--- config.mk ---
export PLATFORM = sky130hd
export DESIGN_NAME = hps_cmd_bridge_top
export DESIGN_NICKNAME = d
export VERILOG_FILES = /design/src/hw/bridge_pkg.sv /design/src/hw/display_pkg.sv /design/src/hw/cmd_controller.sv /design/src/hw/cmd_fifo_reader.sv /design/src/hw/hps_cmd_bridge_top.sv /design/src/hw/seg_display.sv
export SDC_FILE = /design/constraint.sdc
export NUM_CORES = 1
export LEC_CHECK = 0
export BUFFER_PORTS_ARGS = -buffer_cell sky130_fd_sc_hd__buf_2
export CAP_MARGIN = 10
export CORE_ASPECT_RATIO = 0.75
export CORE_MARGIN = 3
export CORE_UTILIZATION = 51
export DETAILED_ROUTE_END_ITERATION = 10
export PLACE_DENSITY = 0.8
export SETUP_SLACK_MARGIN = 0.4
export SYNTH_ARGS = -nofsm -noshare
export SYNTH_HDL_FRONTEND = slang
export SYNTH_SLANG_ARGS = --single-unit
--- constraint.sdc ---
create_clock -name CLOCK_50 -period 1.9 [get_ports CLOCK_50]
set_input_delay 0.095 -clock CLOCK_50 [delete_from_list [all_inputs] [get_ports CLOCK_50]]
set_output_delay 0.095 -clock CLOCK_50 [all_outputs]
set_load 0.02 [all_outputs]
--- src/hw/bridge_pkg.sv ---
`default_nettype none

// Command word layout and reader states shared across the bridge
package bridge_pkg;

	// ========================================
	// FIFO word and field widths
	// ========================================
	localparam int WORD_W  = 32;
	// Command number, low bits of the word
	localparam int CMD_W   = 4;
	// Width of x and of y
	localparam int COORD_W = 14;

	// Field positions inside one FIFO word
	// cmd in [3:0], x in [17:4], y in [31:18]
	localparam int CMD_LSB = 0;
	localparam int X_LSB   = 4;
	localparam int Y_LSB   = 18;

	// ========================================
	// Reader FSM states
	// ========================================
	typedef enum logic [1:0] {
		AWAIT_DATA,
		DELAY_READ_DATA,
		READ_DATA,
		DELAY_AWAIT_DATA
	} reader_state_e;

endpackage

`default_nettype wire

--- src/hw/display_pkg.sv ---
`default_nettype none

// Board display constants for the seven-segment digits and LEDs
package display_pkg;

	// Six digits, hex0 to hex5
	localparam int NUM_DIGITS = 6;
	// Segments a to g, bit 0 is segment a, active low
	localparam int SEG_W = 7;
	// Red LED bank
	localparam int LED_W = 10;

	// All segments dark
	localparam logic [SEG_W-1:0] SEG_BLANK = 7'h7f;

	// Hex glyphs 0 to F, active low, index is the nibble value
	localparam logic [SEG_W-1:0] SEG_TABLE [16] = '{
		7'h40, 7'h79, 7'h24, 7'h30,
		7'h19, 7'h12, 7'h02, 7'h78,
		7'h00, 7'h10, 7'h08, 7'h03,
		7'h46, 7'h21, 7'h06, 7'h0e
	};

endpackage

`default_nettype wire

--- src/hw/cmd_controller.sv ---
`timescale 1ns/100ps
`default_nettype none

// Paces the bridge with a ready flag and keeps the last accepted command
module cmd_controller
	import bridge_pkg::*;
(
	input  logic               CLOCK_50,
	input  logic               reset,
	// Push button, already inverted
	input  logic               set_ready,
	// From the reader
	input  logic               cmd_valid,
	input  logic [CMD_W-1:0]   cmd_num,
	input  logic [COORD_W-1:0] x_value,
	input  logic [COORD_W-1:0] y_value,
	// Ready level back to the reader, also shown on an LED
	output logic               in_ready,
	// Latched command for the display
	output logic [CMD_W-1:0]   cur_cmd,
	output logic [COORD_W-1:0] cur_x,
	output logic [COORD_W-1:0] cur_y
);

	// ========================================
	// Ready flag
	// ========================================
	// Acceptance beats the button if both land together
	always_ff @(posedge CLOCK_50) begin
		if (reset) begin
			in_ready <= 1'b0;
		end else if (cmd_valid) begin
			in_ready <= 1'b0;
		end else if (set_ready) begin
			in_ready <= 1'b1;
		end
	end

	// ========================================
	// Command latch
	// ========================================
	// Reader only pulses cmd_valid while ready is high,
	// so no second check of ready here
	always_ff @(posedge CLOCK_50) begin
		if (reset) begin
			// Display shows zeros out of reset
			cur_cmd <= '0;
			cur_x   <= '0;
			cur_y   <= '0;
		end else if (cmd_valid) begin
			cur_cmd <= cmd_num;
			cur_x   <= x_value;
			cur_y   <= y_value;
		end
	end

endmodule

`default_nettype wire

--- src/hw/cmd_fifo_reader.sv ---
`timescale 1ns/100ps
`default_nettype none

// Polls the processor-to-FPGA FIFO and unpacks one command word per read
module cmd_fifo_reader
	import bridge_pkg::*;
(
	input  logic               CLOCK_50,
	input  logic               reset,
	// FIFO side
	input  logic               fifo_empty,
	input  logic [WORD_W-1:0]  fifo_readdata,
	output logic               fifo_read,
	// Controller side
	input  logic               in_ready,
	output logic               cmd_valid,
	output logic [CMD_W-1:0]   cmd_num,
	output logic [COORD_W-1:0] x_value,
	output logic [COORD_W-1:0] y_value
);

	// ========================================
	// FSM state
	// ========================================
	reader_state_e state;

	// Word is consumed only when the controller can take it
	logic capture;

	assign capture = (state == READ_DATA) && in_ready;

	// ========================================
	// State and strobes
	// ========================================
	always_ff @(posedge CLOCK_50) begin
		if (reset) begin
			state     <= AWAIT_DATA;
			fifo_read <= 1'b0;
			cmd_valid <= 1'b0;
		end else begin
			// Strobes are single-cycle unless set below
			fifo_read <= 1'b0;
			cmd_valid <= 1'b0;
			case (state)
				AWAIT_DATA: begin
					// Something queued, request one word
					if (!fifo_empty) begin
						fifo_read <= 1'b1;
						state     <= DELAY_READ_DATA;
					end
				end
				DELAY_READ_DATA: begin
					// Read strobe drops here, data shows up next cycle
					state <= READ_DATA;
				end
				READ_DATA: begin
					// Hold here under back-pressure, FIFO output stays put
					if (in_ready) begin
						cmd_valid <= 1'b1;
						state     <= DELAY_AWAIT_DATA;
					end
				end
				DELAY_AWAIT_DATA: begin
					// One idle cycle while the controller drops ready
					state <= AWAIT_DATA;
				end
				default: begin
					state <= AWAIT_DATA;
				end
			endcase
		end
	end

	// ========================================
	// Field capture
	// ========================================
	// Unpack the word at the package field positions
	always_ff @(posedge CLOCK_50) begin
		if (capture) begin
			cmd_num <= fifo_readdata[CMD_LSB +: CMD_W];
			x_value <= fifo_readdata[X_LSB +: COORD_W];
			y_value <= fifo_readdata[Y_LSB +: COORD_W];
		end
	end

endmodule

`default_nettype wire

--- src/hw/hps_cmd_bridge_top.sv ---
`timescale 1ns/100ps
`default_nettype none

// Command bridge from the processor FIFO to the board display
module hps_cmd_bridge_top
	import bridge_pkg::*;
	import display_pkg::*;
(
	input  logic              CLOCK_50,
	input  logic              reset,
	// Processor-to-FPGA FIFO
	input  logic              fifo_empty,
	input  logic [WORD_W-1:0] fifo_readdata,
	output logic              fifo_read,
	// Inverted push button
	input  logic              set_ready,
	// Board display
	output logic [SEG_W-1:0]  hex0,
	output logic [SEG_W-1:0]  hex1,
	output logic [SEG_W-1:0]  hex2,
	output logic [SEG_W-1:0]  hex3,
	output logic [SEG_W-1:0]  hex4,
	output logic [SEG_W-1:0]  hex5,
	output logic [LED_W-1:0]  ledr
);

	// ========================================
	// Reader to controller
	// ========================================
	logic               cmd_valid;
	logic [CMD_W-1:0]   cmd_num;
	logic [COORD_W-1:0] x_value;
	logic [COORD_W-1:0] y_value;
	// Ready level, paces the reader and lights an LED
	logic               in_ready;

	// Controller to display
	logic [CMD_W-1:0]   cur_cmd;
	logic [COORD_W-1:0] cur_x;
	logic [COORD_W-1:0] cur_y;

	// FIFO polling and word unpack
	cmd_fifo_reader cmd_fifo_reader_i (
		.CLOCK_50      (CLOCK_50),
		.reset         (reset),
		.fifo_empty    (fifo_empty),
		.fifo_readdata (fifo_readdata),
		.fifo_read     (fifo_read),
		.in_ready      (in_ready),
		.cmd_valid     (cmd_valid),
		.cmd_num       (cmd_num),
		.x_value       (x_value),
		.y_value       (y_value)
	);

	// Ready flag and command latch
	cmd_controller cmd_controller_i (
		.CLOCK_50  (CLOCK_50),
		.reset     (reset),
		.set_ready (set_ready),
		.cmd_valid (cmd_valid),
		.cmd_num   (cmd_num),
		.x_value   (x_value),
		.y_value   (y_value),
		.in_ready  (in_ready),
		.cur_cmd   (cur_cmd),
		.cur_x     (cur_x),
		.cur_y     (cur_y)
	);

	// Combinational view of the latched command
	seg_display seg_display_i (
		.cur_cmd    (cur_cmd),
		.cur_x      (cur_x),
		.cur_y      (cur_y),
		.ctrl_ready (in_ready),
		.hex0       (hex0),
		.hex1       (hex1),
		.hex2       (hex2),
		.hex3       (hex3),
		.hex4       (hex4),
		.hex5       (hex5),
		.ledr       (ledr)
	);

endmodule

`default_nettype wire

--- src/hw/seg_display.sv ---
`timescale 1ns/100ps
`default_nettype none

// Seven-segment and LED view of the latched command
module seg_display
	import bridge_pkg::*;
	import display_pkg::*;
(
	input  logic [CMD_W-1:0]   cur_cmd,
	input  logic [COORD_W-1:0] cur_x,
	input  logic [COORD_W-1:0] cur_y,
	input  logic               ctrl_ready,
	output logic [SEG_W-1:0]   hex0,
	output logic [SEG_W-1:0]   hex1,
	output logic [SEG_W-1:0]   hex2,
	output logic [SEG_W-1:0]   hex3,
	output logic [SEG_W-1:0]   hex4,
	output logic [SEG_W-1:0]   hex5,
	output logic [LED_W-1:0]   ledr
);

	// ========================================
	// Nibble decode
	// ========================================
	// Hex glyph lookup, active low
	function automatic logic [SEG_W-1:0] hex_to_seg(input logic [3:0] nibble);
		return SEG_TABLE[nibble];
	endfunction

	// One pattern per digit, index 0 is hex0
	logic [SEG_W-1:0] digits [NUM_DIGITS];

	always_comb begin
		// Two right-hand digits unused
		digits[0] = SEG_BLANK;
		digits[1] = SEG_BLANK;
		// Low byte of x
		digits[2] = hex_to_seg(cur_x[3:0]);
		digits[3] = hex_to_seg(cur_x[7:4]);
		// Low byte of y
		digits[4] = hex_to_seg(cur_y[3:0]);
		digits[5] = hex_to_seg(cur_y[7:4]);
	end

	assign hex0 = digits[0];
	assign hex1 = digits[1];
	assign hex2 = digits[2];
	assign hex3 = digits[3];
	assign hex4 = digits[4];
	assign hex5 = digits[5];

	// ========================================
	// LEDs
	// ========================================
	always_comb begin
		ledr = '0;
		// Command number on the low four LEDs
		ledr[CMD_W-1:0] = cur_cmd;
		// Ready flag, falls on each accepted word
		ledr[8] = ctrl_ready;
	end

endmodule

`default_nettype wire
Yosys cells after proc, flatten, opt, wreduce, memory -nomap -nowiden
Memories as Yosys holds them, arrays and structs flattened.
Index checks and enable logic that the tools add are counted.
{ "totals": {"register_bits": 45, "mem_bits_ro": 448, "in_bits": 36, "out_inout_bits": 53, "wordCells": 48, "n_memories": 4} }
{ "op_classes": {"order_cmp": 4, "n_eq_ne": 5, "n_mux": 13, "bitwise_logic": 6, "n_reduce_logical": 6} }
{ "memory_table": {"columns": ["name", "depth", "word_bits", "rd", "rd_ports_with_merged_regs", "wr", "line", "text"], "rows": [
  ["(name not given)", 16, 7, 1, 0, 0, "seg_display.sv:27", "return SEG_TABLE[nibble];"],
  ["(name not given)", 16, 7, 1, 0, 0, "seg_display.sv:27", null],
  ["(name not given)", 16, 7, 1, 0, 0, "seg_display.sv:27", null],
  ["(name not given)", 16, 7, 1, 0, 0, "seg_display.sv:27", null]
]} }
{ "ops": {"columns": ["operator", "n"], "rows": [
  ["$mux 7", 8],
  ["$ge 5x5->1 const B", 4],
  ["$not 4->5", 4],
  ["$pmux 2 s4", 1],
  ["$reduce_or 2->1", 3],
  ["$eq 2x2->1 const B", 2],
  ["$mux 2", 2],
  ["$eq 2x1->1 const B", 1],
  ["$logic_not 2->1", 1],
  ["$mux 1", 2],
  ["$ne 2x1->1 const B", 1],
  ["$ne 2x2->1 const B", 1],
  ["$not 1->1", 2],
  ["$reduce_and 2->1", 1],
  ["$logic_and 1x1->1", 1]
]} }

Depth between registers and ports, before layout
{ "logic_depth": {"word_depth": 4, "mapped_depth": 5, "mapped_depth_nobuf": 5} }

Modules after synthesis
A second synthesis with hierarchy kept.
{ "hier_totals": {"cells_unflattened": 309, "area_unflattened_um2": 3639.7} }
{ "modules_own_cells": {"columns": ["mod", "n_inst", "cells_each", "area_each_um2", "seq_area_each_um2"], "rows": [
  ["seg_display", 1, 151, 1282.5, 0.0],
  ["cmd_controller", 1, 107, 1198.6, 660.6],
  ["cmd_fifo_reader", 1, 51, 1158.6, 1041.0]
]} }

Worst setup path before layout
Ideal clock, no wire load.
{ "synth_path": {"kind": "register to output", "start": "register cmd_controller_i.cur_x[0]", "end": "output hex2[3]", "arrival_ps": 1432, "required_ps": 1805, "path_slack_ps": 373, "stages_incl_launch_ff": 5, "path_buffers": 0, "path_cell_list": "dfxtp_1 inv_1 ha_1 inv_1 mux4_1"} }
{ "synth_between": {"elab_chain_len": 4} }
{ "synth_rtl": {"columns": ["element", "line", "text"], "rows": [
  ["from (decl)", "cmd_controller.sv:21", "output logic [COORD_W-1:0] cur_x,"],
  ["from (signal assigned)", "cmd_controller.sv:52", "cur_x <= x_value;"],
  ["$not 4->5 (implied by the code)", "seg_display.sv:27", null],
  ["$mem_v2 16x7", null, null],
  ["$mux 7 (implied by the code) (2 in series)", "seg_display.sv:27", null],
  ["to (decl)", "hps_cmd_bridge_top.sv:20", "output logic [SEG_W-1:0] hex2,"]
]} }
Every way passes these cells. The select of a mux whose other input is x is not followed.

Worst setup path in the final report
{ "layout_path": {"start": "register cmd_controller_i.cur_x[1]", "end": "output hex2[3]"} }
Same word-level chain as after synthesis.

==> flow_metrics.tcl <==
set metrics [dict create \
    yosysWarnings 0 \
    rsz0062_at_grt "true" \
    io_buffers 57 \
    r2r_cells 4 \
    die_w_um 90.1 \
    drt_iter0_markers 99 \
    vias 2151 \
    synth_cell_type_count 36 \
    slew_violations 0 \
    end_kind "output port" \
    grt_max_degree 27 \
    post-route-util_pct 78.8 \
    drive_above_1_share_pct 46.6 \
    cts-buffers-inserted 5 \
    dpl-instance-area_um2 2960 \
    crit-reg2reg-launch "cmd_fifo_reader_i.state[0]" \
    postLayoutCellArea_um2 3950 \
    hold_path.class "input port to flip-flop" \
    period_needed_ns 1.72 \
    crit_path_start "cmd_controller_i.cur_x[1]" \
    grt_overflow 0 \
    cts.sinks 45 \
    drc 0 \
    start_util_pct 54.0 \
    wl_per_cell_um 14.5 \
    synth_top_area_share_pct 22.2 \
    grt_usage_pct 18.2 \
    gp_congestion 0.859 \
    final-setup-viol-count 0 \
    clk_path_buf_depth 2 \
    power_frac_seq_pct 49.5 \
    vdd_drop_max_mv 0.530 \
    path_clk_slew_ns 0.08 \
    antenna_found_initial 0 \
    antenna_cells 0 \
    r2r_slack_ns 0.59 \
    fin_crit_sh_pct 90.6 \
    pwr_density_cell_nw_per_um2 577 \
    core_um2 5010 \
    fin_setup_tns_ns 0 \
    crit_type "flip-flop to output port" \
    yosysTopAreaCell "edfxtp_1" \
    wl_met2_mm 3.24 \
    syn_inst 264 \
    maxCapViolCount 0 \
    drtPass1Iterations 6 \
    syn_to_final_growth_pct 46.0 \
    fmax_mhz 581 \
    highest_layer "met4" \
    io-pin-count 89 \
    cts_tree "done" \
    startpoint_type "flip-flop" \
    hold_viol 0 \
    dp.cells 382 \
    clk-insertion-delay-late_ns 0.29 \
    dieArea_um2 6230 \
    routed-wl-met3_um 266 \
    status "finished clean" \
    fillers 317 \
    ys_ff_latch 45 \
    pwr-share-comb_pct 25.8 \
    p_int_mw 1.61 \
    post_synth_main_area_contributors "edfxtp_1 (22%), dfxtp_1 (18%), ha_1 (14%), mux2i_1 (12%), buf_4 (6.1%)" \
    worstReg2RegEnd "cmd_fifo_reader_i.x_value[6]" \
    dieHeight_um 69.1 \
    grt_pass1_wl_mm 9.45 \
    p_sw_share_pct 29.4 \
    final.setup_skew_ns 0.00604 \
    crit_fanout 4 \
    finalWirelength_mm 6.32 \
    hpwl_mm 3.41 \
    cp.required_ns 1.80 \
    cts_htree_levels 2 \
    switchingPower_uw 671 \
    root_buffer "clkbuf_8" \
    first_global_vias 2071 \
    final-instance-count-excl-fill 437 \
    whs_ns 0.0833 \
    crit_arrival_ns 1.63 \
    fin_nets 430 \
    cellLeakagePower_nw 1.61 \
    via_per_inst 4.92 \
    netlist_area_um2 2710 \
    wl_met1_mm 2.69 \
    detail-route-antenna-nets 0 \
    fin_ws_ns 0.179 \
    pre_cts_ws_ns 0.245 \
    p_total_mw 2.28 \
    critical_path.endpoint "hex2[3]" \
    yosysSeqAreaShare_pct 40.7 \
    p_clk_share_pct 24.7 \
    rows 22 \
    syn_area_per_cell_um2 10.3 \
]
## worst min-delay path by stage
stage | end | from | depth (start not counted) | slack, ns
5_1_grt | cmd_controller_i.in_ready | set_ready | 3 | 0.1
4_1_cts | cmd_controller_i.in_ready | set_ready | 3 | 0.09
6_report | cmd_controller_i.in_ready | set_ready | 3 | 0.08
2_1_floorplan | cmd_fifo_reader_i.fifo_read | fifo_empty | 1 | 0.17
3_5_place_dp | cmd_fifo_reader_i.y_value[5] | fifo_readdata[23] | 1 | 0.27
3_3_place_gp | cmd_fifo_reader_i.y_value[5] | fifo_readdata[23] | 1 | 0.27
## power groups by stage
stage | Clock, mW | Combinational [mW] | Sequential, mW
after floorplan | 0 | 0.351 | 1.13
after global placement | 0 | 0.418 | 1.14
after detailed placement | 0 | 0.427 | 1.15
after CTS | 0.561 | 0.536 | 1.12
after global routing | 0.623 | 0.639 | 1.14
final | 0.563 | 0.589 | 1.13
## registers in the layout, summed over array words and instances (netlist names)
name	flops
cmd_fifo_reader_i.cmd_valid	1
cmd_fifo_reader_i.fifo_read	1
cmd_fifo_reader_i.state	2
cmd_fifo_reader_i.x_value	8
cmd_controller_i.cur_x	8
cmd_fifo_reader_i.y_value	8
cmd_fifo_reader_i.cmd_num	4
cmd_controller_i.in_ready	1
cmd_controller_i.cur_cmd	4
cmd_controller_i.cur_y	8
## cell type report
class                      count  area (um^2)  area share [%]
sequential                    45         1140            28.9
inverter                      15         86.3            2.19
clock buffer                   8         80.1            2.03
multi-input combinational    187         1680            42.6
tap                           72         90.1            2.28
timing repair buffer         110          870            22.0
## layout by cell type, fill, tap and decap left out, types with 3 or more instances in the layout
cell,synthesis,layout
o21a_1,5,5
o21ai_1,1,8
a21oi_2,0,5
buf_4,22,38
ha_4,0,16
ha_2,0,4
nand2_4,0,3
edfxtp_1,20,20
clkbuf_1,5,3
clkbuf_8,0,5
dfxtp_2,0,8
nor2_1,34,34
nand3_1,4,4
mux2i_1,33,33
conb_1,2,19
inv_6,0,5
a21oi_1,8,3
dlygate4sd3_1,0,21
nand2b_1,4,3
inv_1,15,5
buf_6,1,19
dfxtp_1,25,9
buf_2,6,32
ha_1,30,10
a22o_1,4,4
dfxtp_4,0,8
o21ai_2,0,4
nand2_1,8,3
inv_2,0,3
## critical path, cell delays in order (launching register included)
cell and delay (ns):
dfxtp_4 0.39, inv_6 0.05, ha_4 0.25, inv_2 0.03, mux4_2 0.45, buf_6 0.15
## repair_timing
action / 4_1_cts / 5_1_grt
hold buffers: 21 / 0
hold endpoints to repair: 21 / 0
setup buffers: 19 / 7
gates resized for setup: 104 / 54
gates cloned: 0 / 0
pin swaps: 15 / 14
endpoints found under the setup margin: 28 / 28
## Yosys cell counts
cell,count
nand2_1,8
o211ai_1,2
or3b_1,2
mux4_1,1
a22oi_1,1
o21ai_0,11
mux2_2,2
a31o_2,2
or2_2,2
nor2_2,1
nor3_1,1
o21a_1,5
buf_6,1
inv_1,15
nor2_1,34
nand2b_1,4
and2_1,1
buf_2,6
a22o_1,4
a31oi_1,2
buf_4,22
nor3b_1,1
mux2i_1,33
a211oi_1,2
o21ai_1,1
conb_1,2
nor2b_1,2
nand3_1,4
nor2b_2,1
mux4_2,1
clkbuf_1,5
a32o_1,2
dfxtp_1,25
ha_1,30
edfxtp_1,20
a21oi_1,8
## routing by layer
metal	GRT usage, %	up-vias
li1	-	1065
met1	22.9	1008
met2	32.2	65
met3	3.49	13
met4	4.41	0
met5	0	-
## cells by family after synthesis
kind of cell               Yosys count  share of synthesized area (%)
and+or+nand+nor                     61                           10.3
buffers and inverters               49                           10.4
DFF                                 45                           40.7
AOI/OAI and AO/OA                   40                           9.62
muxes                               37                           14.8
adders and majority gates           30                           13.9
other                                2                          0.277
(Power assumes the default switching activity.)
